<file path="src/board_pkg.sv">
`default_nettype none

package board_pkg;

    // Address map, byte addresses on the data bus
    localparam logic [63:0] rom_base = 64'd0;
    localparam logic [63:0] rom_size = 64'd4096;
    localparam logic [63:0] ram_base = 64'd4096;
    localparam logic [63:0] ram_size = 64'd8192;

    // Single-word peripheral registers
    localparam logic [63:0] art_addr = 64'd12288;
    localparam logic [63:0] key_addr = 64'd12296;

    // Unified instruction/data memory
    localparam int mem_words  = 3072;
    localparam int mem_addr_w = 12;

    // PS/2 set-2 framing and codes
    localparam int          ps2_frame_bits = 11;
    localparam logic [7:0]  ps2_break_code = 8'hF0;

    // Interrupt vector raised by a key press
    localparam logic [3:0]  kbd_irq_vector = 4'd1;

    // Data-bus request as issued by the CPU
    typedef struct packed {
        logic [63:0] addr;
        logic [63:0] wdata;
        logic        we;
        logic        re;
    } bus_req_t;

    // Decoded key event from the PS/2 receiver
    typedef struct packed {
        logic       valid;
        logic       pressed;
        logic       released;
        logic [7:0] scan;
        logic [7:0] ascii;
    } key_event_t;

    // Memory data port request, already gated by the hub
    typedef struct packed {
        logic [mem_addr_w-1:0] addr;
        logic [31:0]           wdata;
        logic                  we;
    } mem_port_t;

endpackage

`default_nettype wire

</file>
<file path="src/peripheral_hub.sv">
`timescale 1ns/1ps
`default_nettype none

module peripheral_hub (
    input  logic                  clock_50,
    input  logic                  key0,
    input  board_pkg::bus_req_t   req,
    output board_pkg::mem_port_t  mem_port,
    input  logic [31:0]           mem_rdata,
    input  board_pkg::key_event_t key_event,
    input  logic                  irq_ack,
    output logic [63:0]           rdata,
    output logic                  uart_write,
    output logic [7:0]            uart_data,
    output logic [3:0]            irq_vector,
    output logic                  kbd_irq
);

    // Read source held for the cycle the memory word appears
    typedef struct packed {
        logic mem;
        logic key;
    } read_sel_t;

    logic      rom_sel;
    logic      ram_sel;
    logic      art_sel;
    logic      key_sel;
    read_sel_t sel_q;
    logic      art_we;
    logic      art_we_q;
    logic [7:0] kbd_data;
    logic      key_press;
    logic [3:0] vector_q;

    // Region decode
    assign rom_sel = (req.addr >= board_pkg::rom_base) &&
                     (req.addr < board_pkg::rom_base + board_pkg::rom_size);
    assign ram_sel = (req.addr >= board_pkg::ram_base) &&
                     (req.addr < board_pkg::ram_base + board_pkg::ram_size);
    assign art_sel = (req.addr == board_pkg::art_addr);
    assign key_sel = (req.addr == board_pkg::key_addr);

    // Only RAM accepts stores
    assign mem_port.addr  = req.addr[board_pkg::mem_addr_w+1:2];
    assign mem_port.wdata = req.wdata[31:0];
    assign mem_port.we    = req.we && ram_sel;

    always_ff @(posedge clock_50 or negedge key0) begin
        if (!key0) begin
            sel_q <= '0;
        end else begin
            sel_q.mem <= req.re && (rom_sel || ram_sel);
            sel_q.key <= req.re && key_sel;
        end
    end

    // Unmapped space reads as zero
    always_comb begin
        if (sel_q.mem) begin
            rdata = {32'd0, mem_rdata};
        end else if (sel_q.key) begin
            rdata = {56'd0, kbd_data};
        end else begin
            rdata = '0;
        end
    end

    // Console strobe on the first cycle of a write
    assign art_we = req.we && art_sel;

    always_ff @(posedge clock_50 or negedge key0) begin
        if (!key0) begin
            art_we_q <= 1'b0;
        end else begin
            art_we_q <= art_we;
        end
    end

    assign uart_write = art_we && !art_we_q;
    assign uart_data  = req.wdata[7:0];

    assign key_press = key_event.valid && key_event.pressed;

    // Keyboard data register
    always_ff @(posedge clock_50 or negedge key0) begin
        if (!key0) begin
            kbd_data <= '0;
        end else if (key_press) begin
            kbd_data <= key_event.ascii;
        end
    end

    // An ack wins over a press in the same cycle
    always_ff @(posedge clock_50 or negedge key0) begin
        if (!key0) begin
            vector_q <= '0;
        end else if (irq_ack) begin
            vector_q <= '0;
        end else if (key_press && (key_event.ascii != 8'd0)) begin
            vector_q <= board_pkg::kbd_irq_vector;
        end
    end

    assign irq_vector = vector_q;
    assign kbd_irq    = (vector_q != 4'd0);

endmodule

`default_nettype wire

</file>
<file path="config.mk">
export PLATFORM = sky130hd
export DESIGN_NAME = peripheral_hub
export DESIGN_NICKNAME = d
export VERILOG_FILES = /design/src/board_pkg.sv /design/src/peripheral_hub.sv
export SDC_FILE = /design/constraint.sdc
export NUM_CORES = 1
export LEC_CHECK = 0
export BUFFER_PORTS_ARGS = -buffer_cell sky130_fd_sc_hd__buf_2
export CAP_MARGIN = 15
export CORE_AREA = 3 3 117 119
export CTS_BUF_LIST = sky130_fd_sc_hd__clkbuf_4
export DETAILED_ROUTE_END_ITERATION = 8
export DIE_AREA = 0 0 120 122
export GPL_TIMING_DRIVEN = 1
export SLEW_MARGIN = 10
export SYNTH_ARGS = -nofsm -noshare
export SYNTH_HDL_FRONTEND = slang
export SYNTH_SLANG_ARGS = --single-unit
</file>
<file path="constraint.sdc">
create_clock -name clock_50 -period 2.9 [get_ports clock_50]
set_input_delay 0.29 -clock clock_50 [delete_from_list [all_inputs] [get_ports clock_50]]
set_output_delay 0.29 -clock clock_50 [all_outputs]
set_load 0.02 [all_outputs]
</file>
After elaboration in Yosys (flattened, before gate mapping)
Index checks and enable logic that the tools add are counted.
{"block": "word_totals", "regBits": 15}
{"block": "op_classes", "magnitude_cmp": 4, "n_eq_ne": 2, "mux": 4, "n_reduce_logical": 14}
{"cell": "== test 64 x 14 -> 1 bit, second input constant", "count": 2}
{"cell": ">= comparator 64 x 1 -> 1 bit, second input constant", "count": 1}
{"cell": ">= comparator 64 x 13 -> 1 bit, second input constant", "count": 1}
{"cell": "less-than comparator 64 x 13 -> 1 bit, second input constant", "count": 1}
{"cell": "less-than comparator 64 x 14 -> 1 bit, second input constant", "count": 1}
{"cell": "2-to-1 mux 64 bit", "count": 1}
{"cell": "logical AND 1 bit", "count": 9}
{"cell": "2-to-1 mux 4 bit", "count": 2}
{"cell": "2-to-1 mux 8 bit", "count": 1}
{"cell": "nonzero test 8 bit", "count": 1}
{"cell": "nonzero test 4 bit", "count": 1}
{"cell": "nonzero test 2 bit", "count": 1}
{"cell": "zero test 1 bit", "count": 1}
{"cell": "logical OR 1 bit", "count": 1}

Depth between registers and ports, before layout
{"block": "depth", "ltp_word": 4, "ltp_mapped": 4, "depth_no_buf": 4}

Least setup slack after synthesis
Ideal clock, no wire load.
{"block": "synth_path", "path_kind": "input -> output", "from": "input port req[95] in the netlist's numbering", "to": "output port mem_port[0] in the netlist's numbering", "t_arrival_ns": 1.208, "required_ns": 2.610, "slack_ns": 1.402, "cell_stages": 4, "n_path_buf": 0, "path_cell_list": "nor4_1 > nand4_1 > nor3_2 > and4bb_1"}
{"element": "from (decl)", "line": "peripheral_hub.sv:7", "source": "input board_pkg::bus_req_t req,"}
{"element": "to (decl)", "line": "peripheral_hub.sv:8", "source": "output board_pkg::mem_port_t mem_port,"}

Worst setup path after layout
{"block": "layout_path", "from": "register sel_q[1] in the netlist's numbering", "to": "output port rdata[4]"}
{"block": "layout_via", "elab_chain_len": 1}
{"element": "from (decl)", "line": "peripheral_hub.sv:29", "source": "read_sel_t sel_q;"}
{"element": "2-to-1 mux 64 bit", "line": "peripheral_hub.sv:60", "source": "if (sel_q.mem) begin"}
{"element": "to (decl)", "line": "peripheral_hub.sv:12", "source": "output logic [63:0] rdata,"}
Every way passes these cells.

==> results.toml <==
[status]
status = "completed"

[route]
drtPass1Iterations = 4
first_iter_violations = 24
avgViaCountPerCell = 3.276
wl_um = 4937
vias = 1520
wire_per_inst_um = 10.64
drtAntennaViolNets = 0
drc = 0

[worst_setup_path]
timing.rr.start = "kbd_data[0]$_DFFE_PN0P_"
crit_required_ns = 2.61
cp.arrival_ns = 1.79
crit_path_start_kind = "flip-flop"
end_kind = "primary output"
path_class = "flip-flop to primary output"
reg2regPathDepth = 1
path_max_fanout = 34
critPathLaunch = "sel_q[1]$_DFF_PN0_"

[clock_tree]
cts_tree = "done"
cts.repair.resized = 0
clk_latency_ns = 0.27
cts_inserted_buffers = 3
path_clk_slew_ns = 0.09
cts_setup_buffers = 0
root_buffer = "clkbuf_4"
h-tree-depth = 1
ctsLongestPathBuffers = 2
cts.sinks = 12

[timing]
max-slew-margin-rel_pct = 56.80
maxSlewViolCount = 0
finalCritPeriodShare_pct = 71.88
period_needed_ns = 2.085
rsz0062_at_grt = "no"
tns_ns = 0
hold_violations = 0
setup_viol = 0
tightestPinTransition_ns = 0.6467
fmax_mhz = 479.7
skew_ns = 0

[power]
powerDensity_mw_per_mm2 = 235.8
leakage_nw = 1.158
vdd_drop_max_v = 0.00008107

[layout]
syn_to_final_growth_pct = 32.63
final_common_cell = "buf_2"
fillerInstances = 1462
instances_no_fill = 464
drive_above_1_share_pct = 59.11
layout_common_cells = "buf_2, conb_1, and2_1"
nets = 476

[floorplan]
die_y_um = 122
die_w_um = 120
core_sq_mm = 0.01267
num_rows = 41
fp.dieArea_sq_mm = 0.01464
start_util_pct = 12.20
ioPinCount = 307

[synthesis]
netlist_area_sq_mm = 0.001545
synthFlopType = "dfrtp_1"
ys_ff_latch = 12
synthCells = 185
synth_seq_area_share_pct = 19.43
avgSynthCellArea_sq_um = 8.353
synthArstFlopShare_pct = 100.0
ys_warn_count = 0
synth.distinct_cells = 24
synth_edf_count = 0

[global_route]
grt_max_degree = 35
overflow = 0
antenna_found_initial = 2
grt_first_pass_wirelength_um = 6596
grtUsageTotal_pct = 5.750
grt_pass1_vias = 1305

[placement]
place_congestion = 0.7283
dp_hpwl_um = 4545
port_buffers = 158
dpl.cell_count = 458

[job]
maxCapViolCount = 0

[worst_hold_path]
hold_path_class = "input port to flip-flop"
hp-start = "irq_ack"
hold_depth = 2
## timing repair
item | 4_1_cts | 5_1_grt
endpoints found under the hold margin | 12 | 0
hold buffers | 1 | 0
setup endpoints to repair | 0 | 0
## synthesized netlist by cell type, types with 2 or more instances
library cell   n  area share, %
nor2_1         4           0.97
clkbuf_1       4           0.97
a22o_1         7            4.0
nor4_1        15            6.1
and4bb_1       2            1.6
and2_1        25             10
nand2_1        4           0.97
nand4_1        3            1.2
buf_4         88             43
mux2_2         8            5.8
dfrtp_1       12             19
## final cells by class
cell class | instances | area [sq um] | area share, %
diodes | 1 | 2.502 | 0.1221
flip-flops and latches | 12 | 300.3 | 14.65
clock buffers | 3 | 22.52 | 1.099
multi-input cells | 115 | 696.9 | 34.00
clock inverters | 1 | 3.754 | 0.1831
repair buffers | 160 | 808.3 | 39.44
well taps | 172 | 215.2 | 10.50
## metal layers
metal	part of all wire, %	vias up	track usage [%]
li1	-	719	-
met1	33	641	5.734
met2	50	142	11.03
met3	14	16	1.903
met4	2.4	2	2.147
met5	0.26	-	0
## sequential cells by signal, summed over array words and instances (netlist names)
| signal | cells |
|---|---|
| irq_vector | 1 |
| art_we_q | 1 |
| kbd_data | 8 |
| sel_q | 2 |
## stage by stage
| step | setup WS, ns | utilization [%] | hold WS [ns] | instance area (sq um) | power [mW] |
|---|---|---|---|---|---|
| 6_report | 0.8155 | 16.17 | 0.1470 | 2049 | 0.4832 |
| 5_1_grt | 0.6760 | 16.17 | 0.1515 | 2049 | 0.5160 |
| 4_1_cts | 0.7240 | 16.15 | 0.1387 | 2047 | 0.4938 |
| 3_5_place_dp | 0.8099 | 15.87 | 0.2085 | 2011 | 0.3725 |
| 3_3_place_gp | 0.8051 | 15.87 | 0.2042 | 2011 | 0.3697 |
| 2_1_floorplan | 1.402 | - | -0.005591 | 1673 | 0.4048 |
## cell families after synthesis
| kind of cell | Yosys count | synth area share [%] |
|---|---|---|
| compound gates | 9 | 4.615 |
| other cells | 1 | 0.2427 |
| flops | 12 | 19.43 |
| xor+xnor | 1 | 0.5669 |
| buf+inv | 92 | 43.72 |
| mux | 8 | 5.830 |
| simple gates | 62 | 25.59 |
## critical path: stages, from the launching register on
cell and delay, ns:
dfrtp_1 0.37, buf_4 0.21, nor2b_1 0.54, a22o_1 0.23, buf_2 0.17
## final timing paths
kind | end | slack [ns]
min reg2reg | kbd_data[1]$_DFFE_PN0P_ | 0.51
max in group asynchronous | kbd_data[1]$_DFFE_PN0P_ | 2.24
max reg2reg | kbd_data[0]$_DFFE_PN0P_ | 2.12
max | rdata[4] | 0.82
min | irq_vector[0]$_DFFE_PN0P_ | 0.15
min in group asynchronous | irq_vector[0]$_DFFE_PN0P_ | 0.43
## report_power, final
part           switching (mW)  internal [mW]
Sequential            0.00851          0.185
Combinational          0.0966         0.0790
Clock                  0.0647         0.0498
(Power assumes the default switching activity.)
