File: src/board_pkg.sv
`default_nettype none

package board_pkg;

    // Address map, byte addresses on the data bus
    localparam logic [63:0] rom_base = 64'd0;
    localparam logic [63:0] rom_size = 64'd4096;
    localparam logic [63:0] ram_base = 64'd4096;
    localparam logic [63:0] ram_size = 64'd8192;

    // Single-word peripheral registers
    localparam logic [63:0] art_addr = 64'd12288;
    localparam logic [63:0] key_addr = 64'd12296;

    // Unified instruction/data memory
    localparam int mem_words  = 3072;
    localparam int mem_addr_w = 12;

    // PS/2 set-2 framing and codes
    localparam int          ps2_frame_bits = 11;
    localparam logic [7:0]  ps2_break_code = 8'hF0;

    // Interrupt vector raised by a key press
    localparam logic [3:0]  kbd_irq_vector = 4'd1;

    // Data-bus request as issued by the CPU
    typedef struct packed {
        logic [63:0] addr;
        logic [63:0] wdata;
        logic        we;
        logic        re;
    } bus_req_t;

    // Decoded key event from the PS/2 receiver
    typedef struct packed {
        logic       valid;
        logic       pressed;
        logic       released;
        logic [7:0] scan;
        logic [7:0] ascii;
    } key_event_t;

    // Memory data port request, already gated by the hub
    typedef struct packed {
        logic [mem_addr_w-1:0] addr;
        logic [31:0]           wdata;
        logic                  we;
    } mem_port_t;

endpackage

`default_nettype wire

File: src/scan_ascii_map.sv
`timescale 1ns/1ps
`default_nettype none

module scan_ascii_map (
    input  logic [7:0] scan,
    output logic [7:0] ascii
);

    // Set-2 make codes, letters map to upper case
    always_comb begin
        case (scan)
            8'h1C: ascii = "A";
            8'h32: ascii = "B";
            8'h21: ascii = "C";
            8'h23: ascii = "D";
            8'h24: ascii = "E";
            8'h2B: ascii = "F";
            8'h34: ascii = "G";
            8'h33: ascii = "H";
            8'h43: ascii = "I";
            8'h3B: ascii = "J";
            8'h42: ascii = "K";
            8'h4B: ascii = "L";
            8'h3A: ascii = "M";
            8'h31: ascii = "N";
            8'h44: ascii = "O";
            8'h4D: ascii = "P";
            8'h15: ascii = "Q";
            8'h2D: ascii = "R";
            8'h1B: ascii = "S";
            8'h2C: ascii = "T";
            8'h3C: ascii = "U";
            8'h2A: ascii = "V";
            8'h1D: ascii = "W";
            8'h22: ascii = "X";
            8'h35: ascii = "Y";
            8'h1A: ascii = "Z";
            // Top row digits
            8'h45: ascii = "0";
            8'h16: ascii = "1";
            8'h1E: ascii = "2";
            8'h26: ascii = "3";
            8'h25: ascii = "4";
            8'h2E: ascii = "5";
            8'h36: ascii = "6";
            8'h3D: ascii = "7";
            8'h3E: ascii = "8";
            8'h46: ascii = "9";
            8'h29: ascii = 8'h20;
            // Enter gives carriage return
            8'h5A: ascii = 8'h0D;
            default: ascii = 8'h00;
        endcase
    end

endmodule

`default_nettype wire

File: src/ps2_receiver.sv
`timescale 1ns/1ps
`default_nettype none

module ps2_receiver (
    input  logic                  clock_50,
    input  logic                  key0,
    input  logic                  ps2_clk,
    input  logic                  ps2_dat,
    output board_pkg::key_event_t key_event
);

    logic [1:0]  clk_sync;
    logic [1:0]  dat_sync;
    logic        clk_prev;
    logic        clk_fall;
    logic [3:0]  bit_cnt;
    logic [board_pkg::ps2_frame_bits-1:0] frame;
    logic        frame_done;
    logic        break_armed;
    logic [7:0]  frame_byte;
    logic        frame_ok;
    logic [7:0]  frame_ascii;
    board_pkg::key_event_t event_q;

    // Two-flop synchronizers on the keyboard lines
    always_ff @(posedge clock_50 or negedge key0) begin
        if (!key0) begin
            clk_sync <= 2'b11;
            dat_sync <= 2'b11;
            clk_prev <= 1'b1;
        end else begin
            clk_sync <= {clk_sync[0], ps2_clk};
            dat_sync <= {dat_sync[0], ps2_dat};
            clk_prev <= clk_sync[1];
        end
    end

    // Device drives data while its clock is high, sample on the fall
    assign clk_fall = clk_prev && !clk_sync[1];

    // Stage one: shift in start, data LSB first, parity and stop
    always_ff @(posedge clock_50 or negedge key0) begin
        if (!key0) begin
            bit_cnt    <= '0;
            frame      <= '0;
            frame_done <= 1'b0;
        end else begin
            frame_done <= 1'b0;
            if (clk_fall) begin
                frame <= {dat_sync[1], frame[board_pkg::ps2_frame_bits-1:1]};
                if (bit_cnt == 4'(board_pkg::ps2_frame_bits - 1)) begin
                    bit_cnt    <= '0;
                    frame_done <= 1'b1;
                end else begin
                    bit_cnt <= bit_cnt + 4'd1;
                end
            end
        end
    end

    // Frame layout after eleven shifts
    assign frame_byte = frame[8:1];
    assign frame_ok   = !frame[0] && frame[10] && (^frame[9:1]);

    scan_ascii_map map_i (
        .scan  (frame_byte),
        .ascii (frame_ascii)
    );

    // Stage two: check the frame and build the event
    always_ff @(posedge clock_50 or negedge key0) begin
        if (!key0) begin
            event_q     <= '0;
            break_armed <= 1'b0;
        end else begin
            event_q.valid <= 1'b0;
            if (frame_done && frame_ok) begin
                if (frame_byte == board_pkg::ps2_break_code) begin
                    // Next code is the key being let go
                    break_armed <= 1'b1;
                end else begin
                    event_q.valid    <= 1'b1;
                    event_q.pressed  <= !break_armed;
                    event_q.released <= break_armed;
                    event_q.scan     <= frame_byte;
                    event_q.ascii    <= frame_ascii;
                    break_armed      <= 1'b0;
                end
            end
        end
    end

    assign key_event = event_q;

endmodule

`default_nettype wire

File: config.mk
export PLATFORM = sky130hd
export DESIGN_NAME = ps2_receiver
export DESIGN_NICKNAME = d
export VERILOG_FILES = /design/src/board_pkg.sv /design/src/scan_ascii_map.sv /design/src/ps2_receiver.sv
export SDC_FILE = /design/constraint.sdc
export NUM_CORES = 1
export LEC_CHECK = 0
export BUFFER_PORTS_ARGS = -buffer_cell sky130_fd_sc_hd__buf_2
export CAP_MARGIN = 5
export CORE_ASPECT_RATIO = 1.5
export CORE_UTILIZATION = 55
export DETAILED_ROUTE_END_ITERATION = 8
export GPL_TIMING_DRIVEN = 0
export PLACE_DENSITY = 0.75
export SKIP_CTS_REPAIR_TIMING = 1
export SLEW_MARGIN = 20
export SYNTH_ARGS = -nofsm -noshare
export SYNTH_HDL_FRONTEND = slang
export SYNTH_HIERARCHICAL = 1
export SYNTH_SLANG_ARGS = --single-unit
File: constraint.sdc
create_clock -name clock_50 -period 4.6 [get_ports clock_50]
set_input_delay 0.23 -clock clock_50 [delete_from_list [all_inputs] [get_ports clock_50]]
set_output_delay 0.23 -clock clock_50 [all_outputs]
set_load 0.02 [all_outputs]
After elaboration in Yosys (flattened, before gate mapping). Memory sizes are Yosys's and may differ from the RTL's. Index checks and enable logic that the tools add are counted. Widths: inputs -> output; s select.

Flip-flop bits (word level): 41. Memory bits (read-only): 896. Output and inout port bits: 19. Logic and storage cells: 33. Memories: 1.

$add $sub $neg: 1. Equal/unequal tests: 2. Multiplexer cells: 7. Bitwise logic cells: 1. Reduce and logical (&&, ||, !) cells: 9.

Memories: (name not given) (words 128, bits a word 7, rd ports 1, clocked after Yosys merged registers in 0, wr ports 0, line scan_ascii_map.sv:11) `case (scan)`.

Operators by type and width (count): $mux 19 (2); $reduce_xor 9->1 (1); $eq 8x8->1 const B (1); $mux 8 (1); $add 4x1->4 const B (1); $eq 4x4->1 const B (1); $logic_and 1x1->1 (4); $mux 4 (1); $logic_not 1->1 (3); $mux 1 (3); $reduce_and 2->1 (1); $not 1->1 (1).

Depth between registers and ports, before layout. Gate-level depths: netlist of the first run.

Depth after elaboration: 5. Depth in mapped cells: 9. Gate-level depth less buffers: 7.

Modules after synthesis. Netlist of the first run, hierarchy kept.

Modules (own cells, without submodules): ps2_receiver (times used 1, cells an instance 124, area each 1631.6 um^2, seq. area each 1032.2 um^2); scan_ascii_map (times used 1, cells an instance 127, area each 872.1 um^2, seq. area each 0.0 um^2).

Worst setup path after synthesis of the first run. No wires, ideal clock.

Path type: register -> register. Start: register frame[1] (netlist name). End: register event_q (netlist bit key_event[0]). Data arrival time: 2.416 ns. Data required time: 4.475 ns. Slack: 2.059 ns. Stages on the path, launching flop included: 8. Path buffers: 1. Clock period less this slack: 2.541 ns. Cells stage by stage: dfrtp_1 -> inv_1 -> ha_1 -> xnor3_1 -> xnor2_1 -> nor4_4 -> buf_6 -> mux2_2.

Longest elaborated chain between the ends: 4.

Ends and longest elaborated chain: from (decl) (line ps2_receiver.sv:17) `logic [board_pkg::ps2_frame_bits-1:0] frame;`; from (signal assigned) (line ps2_receiver.sv:50) `frame <= {dat_sync[1], frame[board_pkg::ps2_frame_bits-1:1]};`; parallel branches: the longest is 4 deep, another holds $mem_v2 128x7; to (decl) (line ps2_receiver.sv:23) `board_pkg::key_event_t event_q;`.

Parallel ways; which one is timed is not known. A chain may end at the register's enable or synchronous reset.

Worst setup path in the final report of the first run.
Start: register frame[1] (netlist name). End: register event_q (netlist bit key_event[16]).

Longest elaborated chain between the ends: 4.

Ends and longest elaborated chain: $reduce_xor 9->1 (line ps2_receiver.sv:63) `assign frame_ok = !frame[0] && frame[10] && (^frame[9:1]);`; $logic_and 1x1->1 (line ps2_receiver.sv:63); $logic_and 1x1->1 (line ps2_receiver.sv:77) `if (frame_done && frame_ok) begin`; $reduce_and 2->1 (no source line) *.

Mark *: on every way between the ends. The rest lies on a longest branch, timed or not.

==> summary.txt, run 1 <==
Clock tree
  – Clock Sinks: 41
  – CTS Buf Count: 5
  – TritonCTS clock tree: yes
  – H-tree lvl count: 2
  – Clk Latency, worst-skew pair: 0.29 ns
  – Root cell of the clock tree: clkbuf_8
  – Reg clk slew, reported paths: 0.08 ns
  – Deepest clock path buffer count: 2

Final layout
  – Diode count: 0
  – Share of cells above drive strength 1: 0.260
  – Final std cells w/o fill: between 300 and 400
  – P&R area growth vs syn: 11.0%
  – Finished Cell Area: 2780 um2
  – FILL cells: 359
  – Final #Nets: about 300

Floorplan
  – Die height: ~85 um
  – Die area: 4830 um2
  – Core Footprint: 4280 um2
  – # IOs: 23
  – Row count: 29
  – Initial Utilization: 0.585
  – Die width: 57.1 um

Setup path
  – Worst r2r dst: key_event[16]
  – Reg-to-reg setup timing slack: 1.62 ns
  – WS Path Type: register to register
  – Crit end category: register
  – Critical Path Start Type: register
  – Max FO, Critical Path: 10
  – Critical path required time: 4.77 ns
  – Worst r2r src: frame[1]
  – R2R cell count: 7
  – Worst path arrival time: approximately 3.2 ns

Power
  – Leakage power: 0.00128 uW
  – PD cells: 449 nW/um2
  – Maximum VDD drop: between 0.0003 and 0.0004 V

Synthesis
  – Synthesized net count: 266
  – Seq cells post-synth: 41
  – Register area share after synthesis: 0.412
  – Area leader, netlist: dfrtp_1
  – Cell Area, Synth: 2500 um2
  – Ranking of synthesized cells by area: dfrtp_1, mux2_2, nand2_1
  – Most used flip-flop cell after synthesis: dfrtp_1
  – EDFF count, synth: 0
  – Mean Syn Cell Area: about 10 um2
  – Synth cell types: 59
  – Post-synth ARST share: 1.00
  – Top cell type's share of synthesized area: 0.360
  – Yosys warning count: 6
  – Mapped Cells: about 250

Global route
  – First-pass GRT wire length: a little under 10000 um
  – GRT overflow: 0
  – Largest net degree at the start of global routing: 42
  – Initial antenna violation count: 0
  – Vias in the first global route: 2063
  – Total GRT Usage: 0.264

Timing
  – RSZ-0062 raised after global routing: no
  – Skew final: around 0.0090 ns
  – Worst Tran Pin Value: 0.849 ns
  – Final worst-path setup slack: roughly 1.6 ns
  – Period minus WS final: 2.98 ns
  – Final setup viols: 0
  – Final slew viol count: 0
  – Fmax: 336 MHz
  – Final worst-path cycle share: 0.647
  – Hold WS: 0.0396 ns
  – Count of final hold-check violations: 0
  – Relative slew slack: 0.434
  – Setup TNS: 0 ns

Placement
  – Placed inst area: 2670 um2
  – Inst Count DP: 319
  – Hpwl dp: 4040 um
  – Final Wtd Congestion: about 0.98
  – Input/output buffers: 22
  – Pre-CTS WS: 1.63 ns

Drt
  – # DRC: 0
  – Wirelength per Cell: roughly 17 um
  – Via-to-Cell Ratio: 6.13
  – Drt first pass iters: 4
  – Initial DRC count: 207
  – DRT Wirelength: around 5500 um
  – Antenna viol nets, final: 0
  – Via count: approximately 2000

Min path
  – Worst min path class: input port to asynchronous set/reset pin

Flow run
  – # Max-Cap Violations: 0

Run status
  – Outcome: finished, final reports clean
-- metrics by stage --
| stage | power, uW | util |
|---|---|---|
| 6_report | 1250 | 0.649 |
| 5_1_grt | 1330 | 0.649 |
| 4_1_cts | 1250 | 0.649 |
| 3_5_place_dp | 966 | 0.624 |
| 3_3_place_gp | 960 | 0.624 |
| 2_1_floorplan | 841 | - |
-- layout by cell type, fill, tap and decap left out, drive strengths merged, types with 3 or more instances in the layout --
cell type,netlist,final
nor2b,6,6
a32oi,3,3
dfstp,5,5
a221o,3,3
ha,11,11
a211oi,3,3
nand2b,5,5
a21oi,4,4
mux2i,7,7
nand3,6,6
xnor2,3,3
nand2,39,39
buf,12,34
mux2,18,18
o31ai,3,3
nor2,11,11
inv,12,12
clkbuf,6,12
dfrtp,36,36
o211ai,4,4
o21ai,14,14
-- metal layers --
metal,wire (um),part of all wire,global-route usage,up-vias
met3,237,0.043,0.0493,27
met4,246,0.044,0.126,0
met2,2880,0.52,0.446,71
li1,-,-,-,948
met5,0,0,0,-
met1,2180,0.39,0.321,958
-- critical path: stages (launching register included) --
cell and delay, ns:
dfrtp_1 0.54, inv_1 0.13, ha_1 0.30, xnor3_1 0.40
xnor2_1 0.19, nor4_4 0.71, buf_6 0.25, mux2_2 0.34
-- sequential cells by signal, indices dropped and copies added, names as in the netlist --
signal,count
key_event,19
dat_sync,2
frame,11
bit_cnt,4
clk_prev,1
break_armed,1
clk_sync,2
frame_done,1
-- Yosys cell counts (6+ instances only) --
library cell and instances:
mux2_2 18, dfrtp_1 36, nand2_1 38, ha_1 11
inv_1 12, o21ai_0 14, nand3_1 6, nor2_1 11
nor2b_1 6, mux2i_1 7
-- area by class of cell --
class / instances / area [um2] / area share
Multi-Input combinational cell: 180 / 1310 / 0.470
Timing Repair Buffer: 22 / 110 / 0.0396
Clock buffer: 6 / 72.6 / 0.0261
Inverter: 12 / 45.0 / 0.0162
Tap cell: 46 / 57.6 / 0.0207
Clock inverter: 2 / 35.0 / 0.0126
Sequential cell: 41 / 1030 / 0.371
Buffer: 18 / 120 / 0.0432
-- report_power, final --
part           total, uW  internal [uW]  switching, uW
Clock                278            161            117
Sequential           481            414           66.8
Combinational        488            208            280
-- worst max-delay path by stage --
| stage | from | depth (start not counted) | end |
|---|---|---|---|
| after floorplan | frame[1] | 7 | key_event[0] |
| after global placement | frame[1] | 7 | key_event[16] |
| after detailed placement | frame[1] | 7 | key_event[16] |
| after CTS | frame[1] | 7 | key_event[16] |
| after global routing | frame[1] | 7 | key_event[16] |
| final | frame[1] | 7 | key_event[16] |
-- kinds of logic (layout without fill, tap and decap cells) --
group / count (synthesis) / after routing / synth area share
compound gates: 56 / 56 / 0.162
flops: 41 / 41 / 0.412
fa+ha+maj: 11 / 11 / 0.0550
buf+inv: 30 / 60 / 0.0660
xor+xnor: 4 / 4 / 0.0195
other cells: 1 / 1 / 0.00150
mux: 26 / 26 / 0.118
simple gates: 82 / 82 / 0.166
No activity file was read; power rests on OpenSTA's default activity.
==> inputs of run 2 (changes only) <==
==> constraint.sdc (replaced) <==
create_clock -name clock_50 -period 2.9 [get_ports clock_50]
set_input_delay 0.145 -clock clock_50 [delete_from_list [all_inputs] [get_ports clock_50]]
set_output_delay 0.145 -clock clock_50 [all_outputs]
set_load 0.02 [all_outputs]
==> summary.txt, run 2 (synthesis results as in run 1) <==
Final layout
  – Diode count: 0
  – Final #Nets: 300
  – Commonest cells after routing, fill and taps aside: nand2_1, dfrtp_1, buf_2
  – FILL cells: roughly 360
  – P&R area growth vs syn: 12.7%
  – Share of cells above drive strength 1: 0.266
  – Number of flip-flops in the largest register: 19
  – Commonest non-fill, non-tap cell in the layout: nand2_1

Clock tree
  – Clk Latency, worst-skew pair: 0.29 ns
  – Reg clk slew, reported paths: ~0.080 ns
  – Clock Sinks: 41
  – Deepest clock path buffer count: 2
  – H-tree lvl count: 2
  – TritonCTS clock tree: yes
  – Root cell of the clock tree: clkbuf_8
  – CTS Buf Count: 5

Setup path
  – Crit end category: register
  – Crit path from: frame[2]
  – R2R cell count: 8
  – WS Path Type: register to register
  – Max FO, Critical Path: 9
  – Reg-to-reg setup timing slack: 0.35 ns
  – Critical path required time: between 3 and 4 ns
  – End of the critical path: key_event[1]
  – Worst r2r dst: key_event[1]
  – Critical Path Start Type: register
  – Worst path arrival time: approximately 2.8 ns
  – Worst r2r src: frame[2]

Floorplan
  – Core Footprint: 4280 um2
  – Die height: 84.6 um
  – Die width: 57.1 um
  – Die area: 4830 um2
  – Initial Utilization: 0.585
  – # IOs: 23
  – Row count: 29

Global route
  – Total GRT Usage: 0.264
  – GRT overflow: 0
  – Initial antenna violation count: 0
  – Vias in the first global route: 2063
  – Largest net degree at the start of global routing: between 40 and 50
  – First-pass GRT wire length: 9870 um

Placement
  – Hpwl dp: 4040 um
  – Pre-CTS WS: -0.0725 ns
  – Input/output buffers: 22
  – Final Wtd Congestion: around 1

Timing
  – Relative slew slack: 0.432
  – Count of final hold-check violations: 36
  – Skew final: 0.00893 ns
  – Period minus WS final: 2.55 ns
  – Fmax: 392 MHz
  – Final worst-path setup slack: approximately 0.35 ns
  – Final slew viol count: 0
  – Final setup viols: 0
  – Worst Tran Pin Value: 0.852 ns
  – Hold WS: -0.0441 ns
  – Final worst-path cycle share: 0.880
  – RSZ-0062 raised after global routing: no

Power
  – Leakage power: 0.00131 uW
  – Total design power: about 2000 uW
  – Maximum VDD drop: 0.000537 V
  – PD cells: between 700 and 800 nW/um2

Drt
  – Initial DRC count: 149
  – Via count: 2019
  – DRT Wirelength: 5620 um
  – Antenna viol nets, final: 0
  – Drt first pass iters: 4
  – Wirelength per Cell: ~17 um
  – Via-to-Cell Ratio: a little over 6
  – # DRC: 0

Flow run
  – # Max-Cap Violations: 0

Run status
  – Failing checks: hold timing
  – Outcome: finished, violations left

Min path
  – Worst min path class: input port to asynchronous set/reset pin
[run 2: final cells by class]
| type | count | area, um2 | share of cell area |
|---|---|---|---|
| clock buffer | 6 | 72.6 | 0.0257 |
| clock inverter | 2 | 35.0 | 0.0124 |
| buffer | 18 | 120 | 0.0426 |
| multi-input combinational | 180 | 1310 | 0.463 |
| inverter | 12 | 45.0 | 0.0160 |
| tap | 46 | 57.6 | 0.0204 |
| sequential | 41 | 1030 | 0.366 |
| timing repair buffer | 27 | 153 | 0.0541 |
[run 2: how the worst min path moves through the flow]
stage	startpoint	to	slack (ns)	cells past startpoint
after floorplan	key0	bit_cnt[0]	-0.15	0
after global placement	ps2_dat	dat_sync[0]	0.25	1
after detailed placement	ps2_clk	clk_sync[0]	0.25	1
after CTS	ps2_clk	clk_sync[0]	-0.06	1
after global routing	key0	key_event[3]	0.02	1
final	key0	key_event[0]	-0.04	1
[run 2: layer usage]
metal | track usage | vias to the layer above | wire, um
met1 | 0.321 | 965 | 2240
met3 | 0.0493 | 18 | 245
met2 | 0.446 | 79 | 2960
li1 | - | 957 | -
met5 | 0 | - | 0
met4 | 0.126 | 0 | 170
[run 2: per-stage QoR]
stage                     hold slack (ns)  instances  setup TNS [ns]   util  cell area, um2
after floorplan                    -0.151        251               0      -            2500
after global placement              0.250        319          -0.264  0.624            2670
after detailed placement            0.252        319          -0.534  0.624            2670
after CTS                         -0.0575        327          -0.631  0.649            2780
after global routing               0.0233        332               0  0.659            2820
final                             -0.0441        332               0  0.659            2820
[run 2: where the power goes]
group | internal, uW | switching, uW
Combinational | 330 | 445
Clock | 255 | 187
Sequential | 657 | 105
Total | 1240 | 737
[run 2: worst max-delay path, cell delays in order (launching register included)]
cell and delay, ns:
dfrtp_1 0.46, buf_4 0.21, inv_1 0.14, ha_1 0.37
or2b_2 0.19, o31ai_1 0.06, mux4_2 0.50, a311oi_1 0.34
mux2_2 0.21
